File: config.mk
export PLATFORM = sky130hd
export DESIGN_NAME = axi_read_arbiter
export DESIGN_NICKNAME = d
export VERILOG_FILES = /design/src/verilog/axi_mem_pkg.sv /design/src/verilog/axi_read_arbiter.sv
export SDC_FILE = /design/constraint.sdc
export NUM_CORES = 1
export LEC_CHECK = 0
export ABC_AREA = 1
export BUFFER_PORTS_ARGS = -buffer_cell sky130_fd_sc_hd__buf_4
export CORE_AREA = 2 2 82 84
export CTS_CLUSTER_SIZE = 8
export DETAILED_ROUTE_END_ITERATION = 10
export DIE_AREA = 0 0 84 86
export PLACE_DENSITY = 0.66
export SLEW_MARGIN = 15
export SYNTH_ARGS = -nofsm -noshare
export SYNTH_HDL_FRONTEND = slang
export SYNTH_SLANG_ARGS = --single-unit
File: constraint.sdc
create_clock -name clk_i -period 1.3 [get_ports clk_i]
set_clock_uncertainty 0.2 [all_clocks]
set_input_delay 0.065 -clock clk_i [delete_from_list [all_inputs] [get_ports clk_i]]
set_output_delay 0.065 -clock clk_i [all_outputs]
set_load 0.05 [all_outputs]
File: src/verilog/axi_mem_pkg.sv
// axi-lite memory subsystem package with channel payloads, response codes and default sizes
`default_nettype none

package axi_mem_pkg;

	localparam int ADDR_W = 32;
	localparam int DATA_W = 32;	// fixed, strobe is 4 bits
	localparam int STRB_W = DATA_W / 8;

	localparam int MEM_WORDS_DEF = 256;	// depth in words, power of two

	// response codes on r and b
	localparam logic [1:0] RESP_OKAY   = 2'b00;
	localparam logic [1:0] RESP_SLVERR = 2'b10;

	// read address channel
	typedef struct packed {
		logic [ADDR_W-1:0] addr;
	} axi_ar_t;

	// read data channel
	typedef struct packed {
		logic [DATA_W-1:0] data;
		logic [1:0]        resp;
	} axi_r_t;

	// write address channel
	typedef struct packed {
		logic [ADDR_W-1:0] addr;
	} axi_aw_t;

	// write data channel, one strobe bit per byte
	typedef struct packed {
		logic [DATA_W-1:0] data;
		logic [STRB_W-1:0] strb;
	} axi_w_t;

	// write response channel
	typedef struct packed {
		logic [1:0] resp;
	} axi_b_t;

endpackage

`default_nettype wire
File: src/verilog/axi_read_arbiter.sv
// round-robin arbiter locking one of two read masters onto the shared read channel
`default_nettype none

module axi_read_arbiter
	import axi_mem_pkg::*;
(
	input  wire logic    clk_i,
	input  wire logic    rstn_i,	// sync, active high

	// m0, instruction fetch
	input  wire axi_ar_t m0_ar_i,
	input  wire logic    m0_ar_valid_i,
	output logic         m0_ar_ready_o,
	output axi_r_t       m0_r_o,
	output logic         m0_r_valid_o,
	input  wire logic    m0_r_ready_i,

	// m1, load/store
	input  wire axi_ar_t m1_ar_i,
	input  wire logic    m1_ar_valid_i,
	output logic         m1_ar_ready_o,
	output axi_r_t       m1_r_o,
	output logic         m1_r_valid_o,
	input  wire logic    m1_r_ready_i,

	// shared slave side
	output axi_ar_t      s_ar_o,
	output logic         s_ar_valid_o,
	input  wire logic    s_ar_ready_i,
	input  wire axi_r_t  s_r_i,
	input  wire logic    s_r_valid_i,
	output logic         s_r_ready_o
);

	logic lock_q;
	logic grant_q;	// locked master, or the last one granted while unlocked
	logic pick;
	logic sel;

	// on a tie the master not granted last wins
	assign pick = m1_ar_valid_i && (!m0_ar_valid_i || !grant_q);
	assign sel  = lock_q ? grant_q : pick;

	assign s_ar_o       = sel ? m1_ar_i : m0_ar_i;
	assign s_ar_valid_o = !lock_q && (sel ? m1_ar_valid_i : m0_ar_valid_i);

	assign m0_ar_ready_o = !lock_q && !sel && s_ar_ready_i;
	assign m1_ar_ready_o = !lock_q && sel && s_ar_ready_i;

	// response goes back only to the lock holder
	assign m0_r_o       = s_r_i;
	assign m1_r_o       = s_r_i;
	assign m0_r_valid_o = lock_q && !grant_q && s_r_valid_i;
	assign m1_r_valid_o = lock_q && grant_q && s_r_valid_i;
	assign s_r_ready_o  = lock_q && (grant_q ? m1_r_ready_i : m0_r_ready_i);

	always_ff @(posedge clk_i) begin
		if (rstn_i) begin
			lock_q  <= 1'b0;
			grant_q <= 1'b0;	// ifetch counts as granted last
		end else if (!lock_q && s_ar_valid_o && s_ar_ready_i) begin
			lock_q  <= 1'b1;
			grant_q <= sel;
		end else if (lock_q && s_r_valid_i && s_r_ready_o) begin
			lock_q <= 1'b0;
		end
	end

	// granted master sees its data next cycle, the other is held off
	assert property (@(posedge clk_i) disable iff (rstn_i)
		(m0_ar_valid_i && m0_ar_ready_o) |=> (m0_r_valid_o && !m1_ar_ready_o));

	assert property (@(posedge clk_i) disable iff (rstn_i)
		(m1_ar_valid_i && m1_ar_ready_o) |=> (m1_r_valid_o && !m0_ar_ready_o));

endmodule

`default_nettype wire

==> summary.txt <==
Timing
  • Least-Margin Pin Slew: 1.01 ns
  • Fmax: 627 MHz
  • Pins Over Slew Limit: 0
  • Final WS setup: -0.296 ns
  • # setup viols final: 38
  • Setup TNS: -9.78 ns
  • Worst hold margin: 0.0448 ns
  • Fin crit period: 1.60 ns
  • Final hold vios: 0
  • Fin crit share: 1.23
  • Slew HR: 0.331
  • RSZ-0062 raised after global routing: true

Status
  • Violated checks: negative setup slack
  • Status: complete, but fails checks

Logic synthesis
  • Register bit total from synthesis: 2
  • Sequential share of the synthesized area: 0.0343
  • Syn Inst Count: 205
  • Synth Warn #: 0
  • Post-Synthesis Cell Area: 1170 µm²
  • Syn_area_per_cell: 5.70 µm²
  • Cell variety after synth: 15
  • Syn Nets: 311

Floorplanning
  • Die Ht: 86 µm
  • Die area: 7220 µm²
  • Floorplan row count: 29
  • Die W: 84 µm
  • I/O pins: 212
  • Area of the core: 6280 µm²
  • Initial Util: 0.186

CTS
  • CTS tree: yes
  • TritonCTS Buffers: 3
  • CTS clk-pin slew, worst paths: 0.03 ns
  • Total clock sinks: 2
  • Htree depth: 1
  • Clk root buf: clkbuf_8
  • Clock latency on the worst-skew pair: 0.21 ns
  • Clock Tree Buf Depth: 2

Detailed routing
  • 1st-iter DRT viols: 11
  • Drt pass-1 iters: 4
  • Routed WL: 5220 µm
  • Remaining DRCs: 0
  • ANT nets after route: 0
  • Routed via count: 1582
  • Routed len/inst: 14.1 µm
  • Vias per Instance: 4.28

Global route
  • Overflow after GRT: 0
  • GRT Util Overall: 0.126
  • Initial antenna violation count: 0
  • Vias in the first global route: 1542
  • Global-route wire length before repair: 7210 µm
  • Largest net degree at the start of global routing: 18

Flow run
  • Max_cap viols: 0

Worst setup path
  • R2r startpoint: grant_q
  • Crit-path slowest cell: dfxtp_4
  • CP Cell Sequence: inv_4 -> nand3_4 -> nand2_4 -> buf_16 -> nor3_4 -> buf_6
  • Crit path capture type: primary output
  • Worst EP arrival: 1.33 ns
  • Req. time, crit path: 1.03 ns
  • Largest stage delay, worst path: 0.37 ns
  • CP top delay family: buffers and inverters
  • Critical Setup Path Class: flip-flop to primary output
  • Worst Setup SP: lock_q
  • Worst setup SP type: flip-flop
  • Crit path max fanout: 11
  • WP buf/inv: 3

Place
  • Detail Placement HPWL: 3150 µm
  • # placed instances: 324
  • Port Buffers: 109
  • Dpl ws: -0.123 ns
  • GPL Wtd Cong: 0.728

Pwr
  • Maximum VDD drop: 0.471 mV
  • Leak: 1.75 nW
  • Power Dens Cells: 880 nW/µm²

Layout
  • Final std cells w/o fill: 370
  • Ant diodes: 0
  • Layout fillers: 587
  • Ratio of cells with drive above 1 in the final layout: 0.706
  • Register area: 47.5 µm²
  • Final #Nets: 401
  • Syn-to-layout area delta: 153%
  • Area of the multi-input gates: 953 µm²

Min path
  • Min-delay src: m0_r_ready_i
  • Hold Crit Class: input port to flip-flop
[cells by family after synthesis]
logic type	Yosys count	synth area share
AOI/OAI and AO/OA	1	0.00428
and+or+nand+nor	118	0.441
DFF	2	0.0343
buffers and inverters	84	0.520
[synthesized netlist by cell type, drive strengths merged]
master	n	area (µm²)
a21oi	1	5.00
buf	77	582
dfxtp	2	40.0
inv	7	26.3
nand2	77	299
nand3	34	183
nor2	5	18.8
nor3	2	15.0
[timing repair]
item / 4_1_cts / 5_1_grt
endpoints found under the hold margin: 70 / 0
hold buffers: 37 / 0
endpoints found under the setup margin: 38 / 107
resized for setup: 105 / 40
pin swaps: 1 / 2
gates cloned: 1 / 2
setup buffers: 2 / 1
[final timing paths]
kind	endpoint	slack, ns	cells past startpoint
max	m0_ar_ready_o	-0.30	6
min	lock_q	0.04	6
max reg2reg	lock_q	0.06	7
min reg2reg	lock_q	0.31	2
[tightest hold or removal path: cells and delay by family]
kind	cells	cell delay [ns]
simple gates	3	0.19
compound gates	1	0.05
buf+inv	2	0.12
[cells in the final DEF, fill, tap and decap left out, types with 2 or more instances in the layout]
master          instances
buf_4                  77
nand2_1                36
dlymetal6s4s_1         34
buf_8                  33
nand2_4                32
nand3_2                29
nand2_2                 9
buf_6                   7
inv_1                   6
buf_12                  5
nand3_1                 4
clkbuf_8                3
dlygate4sd3_1           3
nor3_4                  2
nor2_4                  2
nor2_1                  2
clkbuf_16               2
dfxtp_4                 2
[area by class of cell]
type,instances,share of cell area
Timing Repair Buffer,162,0.605
Multi-Input combinational cell,119,0.323
Tap cell,77,0.0326
Sequential cell,2,0.0161
Clock buffer,3,0.0140
Inverter,7,0.00975
[per-layer routing]
metal	vias up	routed length [µm]	global-route usage
met5	-	0	0
met4	0	64	0.0411
met3	8	380	0.0260
met2	113	3120	0.263
met1	713	1650	0.120
li1	748	-	-
[sequential cells by signal, indices dropped and copies added, names as in the netlist]
signal   flops
grant_q      1
lock_q       1
[metrics by stage]
step,power (mW),utilization,cell area (µm²)
after detailed placement,1.45,0.304,1910
after global routing,2.70,0.470,2950
final,2.60,0.470,2950
after global placement,1.44,0.304,1910
after floorplan,1.55,-,1440
after CTS,2.54,0.445,2790
[power by group]
part           switching (mW)  total [mW]  internal, mW
Combinational            1.40        2.27         0.871
Clock                  0.0498       0.246         0.196
Sequential             0.0103      0.0780        0.0677
Total                    1.46        2.60          1.13
No activity file was read; power rests on OpenSTA's default activity.
