## config.mk

```make
export PLATFORM = sky130hd
export DESIGN_NAME = axi_sram_slave
export DESIGN_NICKNAME = d
export VERILOG_FILES = /design/src/verilog/axi_mem_pkg.sv /design/src/verilog/axi_sram_slave.sv
export SDC_FILE = /design/constraint.sdc
export NUM_CORES = 1
export LEC_CHECK = 0
export ABC_AREA = 1
export BUFFER_PORTS_ARGS = -buffer_cell sky130_fd_sc_hd__buf_4
export CAP_MARGIN = 25
export CORE_AREA = 8 8 81 83
export DETAILED_ROUTE_END_ITERATION = 16
export DIE_AREA = 0 0 89 91
export PLACE_DENSITY = 0.67
export SLEW_MARGIN = 15
export SYNTH_ARGS = -nofsm -noshare
export SYNTH_HDL_FRONTEND = slang
export SYNTH_SLANG_ARGS = --single-unit
export TNS_END_PERCENT = 30
```

## constraint.sdc

```tcl
create_clock -name clk_i -period 2.2 [get_ports clk_i]
set_input_delay 0.22 -clock clk_i [delete_from_list [all_inputs] [get_ports clk_i]]
set_output_delay 0.22 -clock clk_i [all_outputs]
set_load 0.01 [all_outputs]
```

## src/verilog/axi_mem_pkg.sv

```systemverilog
// axi-lite memory subsystem package with channel payloads, response codes and default sizes
`default_nettype none

package axi_mem_pkg;

	localparam int ADDR_W = 32;
	localparam int DATA_W = 32;	// fixed, strobe is 4 bits
	localparam int STRB_W = DATA_W / 8;

	localparam int MEM_WORDS_DEF = 256;	// depth in words, power of two

	// response codes on r and b
	localparam logic [1:0] RESP_OKAY   = 2'b00;
	localparam logic [1:0] RESP_SLVERR = 2'b10;

	// read address channel
	typedef struct packed {
		logic [ADDR_W-1:0] addr;
	} axi_ar_t;

	// read data channel
	typedef struct packed {
		logic [DATA_W-1:0] data;
		logic [1:0]        resp;
	} axi_r_t;

	// write address channel
	typedef struct packed {
		logic [ADDR_W-1:0] addr;
	} axi_aw_t;

	// write data channel, one strobe bit per byte
	typedef struct packed {
		logic [DATA_W-1:0] data;
		logic [STRB_W-1:0] strb;
	} axi_w_t;

	// write response channel
	typedef struct packed {
		logic [1:0] resp;
	} axi_b_t;

endpackage

`default_nettype wire
```

## src/verilog/axi_sram_slave.sv

```systemverilog
// axi-lite slave controller that turns channel handshakes into sram accesses and responses
`default_nettype none

module axi_sram_slave
	import axi_mem_pkg::*;
#(
	parameter int MEM_WORDS = MEM_WORDS_DEF,
	localparam int IDX_W = $clog2(MEM_WORDS)
) (
	input  wire logic              clk_i,
	input  wire logic              rstn_i,	// sync, active high

	// read address
	input  wire axi_ar_t           ar_i,
	input  wire logic              ar_valid_i,
	output logic                   ar_ready_o,

	// read data
	output axi_r_t                 r_o,
	output logic                   r_valid_o,
	input  wire logic              r_ready_i,

	// write address
	input  wire axi_aw_t           aw_i,
	input  wire logic              aw_valid_i,
	output logic                   aw_ready_o,

	// write data
	input  wire axi_w_t            w_i,
	input  wire logic              w_valid_i,
	output logic                   w_ready_o,

	// write response
	output axi_b_t                 b_o,
	output logic                   b_valid_o,
	input  wire logic              b_ready_i,

	// sram side
	output logic                   mem_en_o,
	output logic                   mem_we_o,
	output logic      [STRB_W-1:0] mem_be_o,
	output logic      [IDX_W-1:0]  mem_index_o,
	output logic      [DATA_W-1:0] mem_wdata_o,
	input  wire logic [DATA_W-1:0] mem_rdata_i
);

	typedef enum logic [1:0] {
		IDLE,
		READ_RESP,
		WRITE_RESP
	} state_t;

	state_t     state_q;
	state_t     state_d;
	logic [1:0] resp_q;	// response of the transaction in flight

	logic idle;
	logic rd_acc;
	logic wr_acc;
	logic ar_in_range;
	logic aw_in_range;

	assign idle = (state_q == IDLE);

	assign ar_ready_o = idle;
	assign aw_ready_o = idle;
	assign w_ready_o  = idle;

	// read wins over a write arriving in the same cycle
	assign rd_acc = idle && ar_valid_i;
	assign wr_acc = idle && aw_valid_i && w_valid_i && !ar_valid_i;

	// nothing set above the word index and byte offset
	assign ar_in_range = ((ar_i.addr >> (IDX_W + 2)) == '0);
	assign aw_in_range = ((aw_i.addr >> (IDX_W + 2)) == '0);

	// sram access happens on the handshake edge
	assign mem_en_o    = (rd_acc && ar_in_range) || (wr_acc && aw_in_range);
	assign mem_we_o    = wr_acc;
	assign mem_be_o    = w_i.strb;
	assign mem_index_o = rd_acc ? ar_i.addr[IDX_W+1:2] : aw_i.addr[IDX_W+1:2];
	assign mem_wdata_o = w_i.data;

	always_comb begin
		state_d = state_q;
		case (state_q)
			IDLE: begin
				if (rd_acc) begin
					state_d = READ_RESP;
				end else if (wr_acc) begin
					state_d = WRITE_RESP;
				end
			end
			READ_RESP: begin
				if (r_ready_i) begin
					state_d = IDLE;
				end
			end
			WRITE_RESP: begin
				if (b_ready_i) begin
					state_d = IDLE;
				end
			end
			default: begin
				state_d = IDLE;
			end
		endcase
	end

	always_ff @(posedge clk_i) begin
		if (rstn_i) begin
			state_q <= IDLE;
		end else begin
			state_q <= state_d;
		end
	end

	// range decoded once on acceptance
	always_ff @(posedge clk_i) begin
		if (rd_acc) begin
			resp_q <= ar_in_range ? RESP_OKAY : RESP_SLVERR;
		end else if (wr_acc) begin
			resp_q <= aw_in_range ? RESP_OKAY : RESP_SLVERR;
		end
	end

	assign r_valid_o = (state_q == READ_RESP);
	assign r_o.resp  = resp_q;
	assign r_o.data  = (resp_q == RESP_OKAY) ? mem_rdata_i : '0;	// zero on slverr

	assign b_valid_o = (state_q == WRITE_RESP);
	assign b_o.resp  = resp_q;

	// write response held until taken
	assert property (@(posedge clk_i) disable iff (rstn_i)
		(b_valid_o && !b_ready_i) |=> (b_valid_o && $stable(b_o)));

	// read response held steady under back-pressure
	assert property (@(posedge clk_i) disable iff (rstn_i)
		(r_valid_o && !r_ready_i) |=> (r_valid_o && $stable(r_o)));

endmodule

`default_nettype wire

```

==> results of run 1 <==
==> Yosys cell counts, drive strengths merged <==
library cell  number
dfxtp              2
nand4              3
nand2             45
edfxtp             1
or2                1
conb               1
nand3              3
buf               45
inv               40
nor2              65
a21oi              2
==> flip-flops by register name, summed over array words and instances, names as in the netlist <==
name and flops:
state_q 2, b_o 1
==> placed cells by master (no fill, tap or decap), types with 3 or more instances in the layout <==
cell type  netlist  final
buf_4           41    148
nor2_1          63     63
nand2_1         43     43
inv_1           38     38
nand3_1          3      3
nand4_1          3      3
clkbuf_8         0      3
==> kinds of logic (layout without fill, tap and decap cells) <==
logic type,after synthesis,count (layout),share of synthesized area (%)
buffers and inverters,85,192,46.3
other,1,2,0.359
flip-flops,3,3,6.71
AO/OA/AOI/OAI,2,2,1.32
AND/OR/NAND/NOR,117,117,45.3
==> path summary, 6_finish.rpt <==
check                     startpoint                       to  slack (ns)  depth (start not counted)
max          state_q[0]$_SDFFE_PP0P_           mem_index_o[0]        0.59                          6
min reg2reg  state_q[1]$_SDFFE_PP0P_  state_q[1]$_SDFFE_PP0P_        0.59                          4
max reg2reg  state_q[1]$_SDFFE_PP0P_         b_o[1]$_DFFE_PP_        0.99                          5
min                           rstn_i  state_q[0]$_SDFFE_PP0P_        0.17                          2
==> per-layer routing <==
metal | track usage [%] | vias to the layer above
met5 | 0 | -
met4 | 3.05 | 0
met3 | 7.75 | 2
met2 | 18.3 | 133
met1 | 8.98 | 596
li1 | - | 763
==> stage by stage <==
step	worst slack (ns)	hold WS (ns)	area (sq um)	total power [mW]
global placement	0.765	0.387	1920	0.423
detailed placement	0.761	0.388	1920	0.427
global route	0.386	0.165	1960	0.636
floorplan	1.05	0.282	1050	0.269
CTS	0.532	0.166	1960	0.592
finish	0.593	0.168	1960	0.579
==> power by group through the flow <==
stage / clock network [mW] / registers [mW] / logic [mW]
after detailed placement: 0 / 0.0653 / 0.362
after CTS: 0.165 / 0.0646 / 0.363
after global placement: 0 / 0.0652 / 0.358
final: 0.159 / 0.0645 / 0.356
after floorplan: 0 / 0.0674 / 0.201
after global routing: 0.177 / 0.0650 / 0.394
==> layout make-up <==
type                            count  share of cell area (%)
Timing Repair Buffer              148                    56.7
Multi-Input combinational cell    121                    25.2
Inverter                           40                    7.66
Tap cell                           72                    4.59
Sequential cell                     3                    3.57
Clock buffer                        4                    2.30
==> reports/qor.txt, run 1 <==
Final Skew - 0.00283 ns
clk root buf - clkbuf_8
Cell Rows - 27
Storage cell area - 70.1 sq um
status - finished, final reports clean
number of vias per cell - 3.85
fin cells - 388
Slew Limit Fails - 0
I/O pin total - 226
DRT Pass-1 Iters - 4
clock sinks - 3
Inserted Diodes - 0
DIE WIDTH - 89 um
sequential share of power - 11.1%
global-route wire length before repair - 6930 um
clock buffer depth - 2
M1 WL - 1410 um
top metal layer carrying routed signals - met4
worst path bufs/invs - 2
drt drc - 0
quantity of I/O buffers inserted on ports - 147
min Tclk post-route - 1.61 ns
slowest stage delay, CP - 0.33 ns
min-delay worst type - input port to register
WL met2 - 2230 um
area of the multi-input gates - 494 sq um
critical path type - register to primary output
fin util - 36.7%
Post-CTS Resized - 0
Comb pwr share - 61.5%
Worst Setup End Kind - primary output
Total GRT Usage - 10.4%
Worst-path clk slew - 0.03 ns
CP startpoint kind - register
Hold Buf Count CTS - 0
Clock Latency Late Sink - 0.21 ns
CP top delay family - simple AND/OR/NAND/NOR gates
synthesized instance count - 208
critical-path maximum fanout - 13
final hold violations - 0
post-synth cell types - 17
Sw Ratio - 31.7%
Avg Inst Size Synth - 5.02 sq um
drt wl/cell - 12.2 um
total number of vias - 1494
Max-cap violations - 0
Critical Path AT - 1.39 ns
Int Pwr - 0.396 mW
fmax - 622 MHz
RePlAce Congestion - 0.727
Final Net Count - 456
Area Overhead vs Synth - 87.7%
fillcell total - 595
number of global-route vias before repair - 1500
Placeable Area - 5340 sq um
clock network fraction of total power - 27.4%
flops & latches, synth - 3
largest cells by area after synthesis - buf_4, nor2_1, nand2_1, inv_1, dfxtp_1
ANT nets after route - 0
layout cells sized above 1 - 50.0%
critical path required time - 1.98 ns
TritonCTS Buffers - 3
switching power - 0.184 mW
total grt overflow - 0
DIE AREA - 8100 sq um
DRT Wirelength - 4750 um
dpl cells - 384
Leak Pwr - 1.21 nW
H-Tree Depth - 1
setup bufs post-CTS - 0
CP most frequent cell - nand2_1
initial antenna violation count - 0
largest net degree at the start of global routing - 35
CTS tree - done
Cell Chain, Critical Path - nor2_4 -> nand2_2 -> inv_2 -> nand2_1 -> nand2_1 -> buf_4
setup TNS - 0 ns
endpoints failing setup - 0
PD cells - 295 nW/um^2
RSZ-0062 raised after global routing - false
met3 wire length - 1070 um
sequential share of the synthesized area - 6.71%
Starting Density - 19.6%
share of the synthesized area in the top cell type - 29.5%
Yosys top cell by area - buf_4
Final HPWL DP - 4290 um
Synthesis Warnings - 0
Final period util - 73.1%
initial drt markers - 19
Worst path slowest cell - dfxtp_1
Mapped Area - 1040 sq um
Peak VDD IR - 0.106 mV
Die Ht - 91 um
(Power assumes the default switching activity.)
==> run 2, diff against run 1 <==
--- a/config.mk
+++ b/config.mk
@@ -5,13 +5,13 @@
 export SDC_FILE = /design/constraint.sdc
 export NUM_CORES = 1
 export LEC_CHECK = 0
-export ABC_AREA = 1
+export ABC_AREA = 0
 export BUFFER_PORTS_ARGS = -buffer_cell sky130_fd_sc_hd__buf_4
 export CAP_MARGIN = 25
-export CORE_AREA = 8 8 81 83
+export CORE_AREA = 8 8 80 82
 export DETAILED_ROUTE_END_ITERATION = 16
-export DIE_AREA = 0 0 89 91
-export PLACE_DENSITY = 0.67
+export DIE_AREA = 0 0 88 90
+export PLACE_DENSITY = 0.68
 export SLEW_MARGIN = 15
 export SYNTH_ARGS = -nofsm -noshare
 export SYNTH_HDL_FRONTEND = slang
==> constraint.sdc (replaced) <==
create_clock -name clk_i -period 1.35 [get_ports clk_i]
set_input_delay 0.135 -clock clk_i [delete_from_list [all_inputs] [get_ports clk_i]]
set_output_delay 0.135 -clock clk_i [all_outputs]
set_load 0.01 [all_outputs]
==> reports/qor.txt, run 2 <==
status - finished, violations left
failing checks - setup timing
CP startpoint - state_q[1]$_SDFFE_PP0P_
Final period util - 113%
final hold violations - 0 (unchanged)
M1 WL - 1350 um (-4.2%)
critical path required time - 1.22 ns (-0.76 ns)
area of the multi-input gates - 533 sq um (+7.8%)
fillcell total - 553 (-7.1%)
dpl cells - 303 (-21%)
reg2reg start - state_q[1]$_SDFFE_PP0P_
ANT nets after route - 0 (unchanged)
final instance area - 1950 sq um (-0.38%)
Mapped Area - 892 sq um (-15%)
largest cells by area after synthesis - buf_4, nor2b_1, mux2_1, nor4_1, dfxtp_1
Hold Path Depth - 2 (unchanged)
Tot Pwr - 0.811 mW (+40%)
RSZ-0062 raised after global routing - true
synthesized instance count - 120 (-42%)
switching power - 0.197 mW (+7.0%)
initial antenna violation count - 0 (unchanged)
fraction of registers with async set/reset - 0% (unchanged)
Peak VDD IR - 0.329 mV (+210%)
CP startpoint kind - register
fin util - 37.3% (+0.57 points)
clock buffer depth - 2 (unchanged)
Int Pwr - 0.615 mW (+55%)
Final HPWL DP - 4000 um (-6.8%)
TritonCTS Buffers - 3 (unchanged)
Biggest register - state_q
I/O pin total - 226 (unchanged)
worst hold slack - 0.0878 ns (-0.0800 ns)
total number of vias - 1227 (-18%)
Sw Ratio - 24.2% (-7.5 points)
clock network fraction of total power - 31.8% (+4.4 points)
reg2reg path depth - 5 (unchanged)
number of global-route vias before repair - 1395 (-7.0%)
Final Net Count - 380 (-17%)
Final Skew - 0.000328 ns (-0.00250 ns)
Worst Setup End Kind - primary output
Inserted Diodes - 0 (unchanged)
sequential share of the synthesized area - 7.85% (+1.1 points)
flops & latches, synth - 3 (unchanged)
quantity of I/O buffers inserted on ports - 147 (unchanged)
Area Overhead vs Synth - 119%
CTS tree - done
DRT Wirelength - 4550 um (-4.3%)
min-delay worst type - input port to register
number of enable-type register cells in the synthesized netlist - 1 (unchanged)
WL met2 - 2230 um (about the same)
most common flop cell mapped by yosys - dfxtp_1
placement-stage cell area - 1830 sq um (-4.7%)
commonest non-fill, non-tap cell in the layout - buf_4
H-Tree Depth - 1 (unchanged)
largest net degree at the start of global routing - 35 (unchanged)
Die Ht - 90 um (-1.1%)
initial drt markers - 4 (-15)
Comb pwr share - 55.6% (-5.9 points)
Hold Crit Start - rstn_i
fmax - 656 MHz
RePlAce Congestion - 0.784 (+7.9%)
layout cells sized above 1 - 72.9% (+23 points)
Cell Rows - 27 (unchanged)
sequential share of power - 12.6% (+1.5 points)
Hold Buf Count CTS - 0 (unchanged)
Yosys top cell by area - buf_4
min Tclk post-route - 1.52 ns
global-route wire length before repair - 6410 um (-7.6%)
met3 wire length - 963 um (-10%)
drt wl/cell - 14.6 um (+19%)
top metal layer carrying routed signals - met3
share of the synthesized area in the top cell type - 34.5% (+5.0 points)
Total GRT Usage - 10.1% (-0.36 points)
Synthesis Warnings - 0 (unchanged)
Leak Pwr - 1.01 nW (-16%)
DIE AREA - 7920 sq um (-2.2%)
post-synth cell types - 25 (+8)
Starting Density - 17.0% (-2.5 points)
fin cells - 312 (-20%)
number of flip-flops in the largest register - 2 (unchanged)
Placeable Area - 5240 sq um (-1.9%)
Max-cap violations - 0 (unchanged)
critical-path maximum fanout - 5 (-8)
most frequent cells in the layout - buf_4, nor2b_1, nor4_1, mux2_1, buf_6
drt drc - 0 (unchanged)
Clock Latency Late Sink - 0.21 ns (about the same)
PD cells - 415 nW/um^2 (+41%)
Avg Inst Size Synth - 7.43 sq um (+48%)
Setup WS pre-CTS - -0.0951 ns (-0.856 ns)
DRT Pass-1 Iters - 4 (unchanged)
Worst-path clk slew - 0.03 ns (about the same)
total grt overflow - 0 (unchanged)
clk root buf - clkbuf_8
Slew Limit Fails - 0 (unchanged)
endpoints failing setup - 10 (+10)
number of vias per cell - 3.93 (+2.1%)
count leader, synth - buf_4
critical path type - register to primary output
Commonest cells post-synth - buf_4, nor2b_1, nor4_1
Storage cell area - 72.6 sq um (+3.6%)
DIE WIDTH - 88 um (-1.1%)
clock sinks - 3 (unchanged)
final worst setup slack - -0.174 ns (-0.767 ns)
Critical Path AT - 1.39 ns (about the same)
setup TNS - -1.01 ns (-1.01 ns)
-- run 2: cells by family (layout without fill, tap and decap cells) --
kind of cell	after synthesis	count (layout)	synth area share [%]
compound gates	3	3	1.68
buf+inv	46	164	36.7
flops	3	3	7.85
mux	8	8	10.1
other cells	1	2	0.420
simple gates	59	60	43.2
-- run 2: final timing paths --
kind,end,slack [ns]
min,state_q[1]$_SDFFE_PP0P_,0.09
max,mem_index_o[0],-0.17
max reg2reg,b_o[1]$_DFFE_PP_,0.11
min reg2reg,state_q[1]$_SDFFE_PP0P_,0.67
-- run 2: critical path: stages, from the launching register on --
cell	delay (ns)
dfxtp_2	0.32
nor2_4	0.17
buf_4	0.15
nand2_4	0.07
mux2_1	0.31
buf_4	0.15
-- run 2: metal layers --
metal	track usage (%)	vias to the layer above
li1	-	592
met1	7.93	512
met2	17.6	123
met3	9.37	0
met4	2.01	0
met5	0	-
-- run 2: power groups by stage --
stage                     clock network [mW]  logic [mW]  registers [mW]
after floorplan                            0       0.225           0.102
after global placement                     0       0.412           0.101
after detailed placement                   0       0.415           0.101
after CTS                              0.263       0.449           0.102
after global routing                   0.273       0.483           0.103
final                                  0.258       0.451           0.102
-- run 2: what timing repair did --
| item | in CTS | in global routing |
|---|---|---|
| gates cloned | 1 | 0 |
| hold endpoints to repair | 0 | 0 |
| pin swaps | 6 | 1 |
| gates resized for setup | 10 | 3 |
| buffers inserted | 3 | 1 |
| endpoints found under the setup margin | 11 | 10 |
-- run 2: final cells by class --
type	count	area share, %
clock buffer	4	2.31
multi-input combinational	73	27.3
tap	72	4.61
sequential	3	3.72
inverter	1	0.192
timing repair buffer	159	61.9
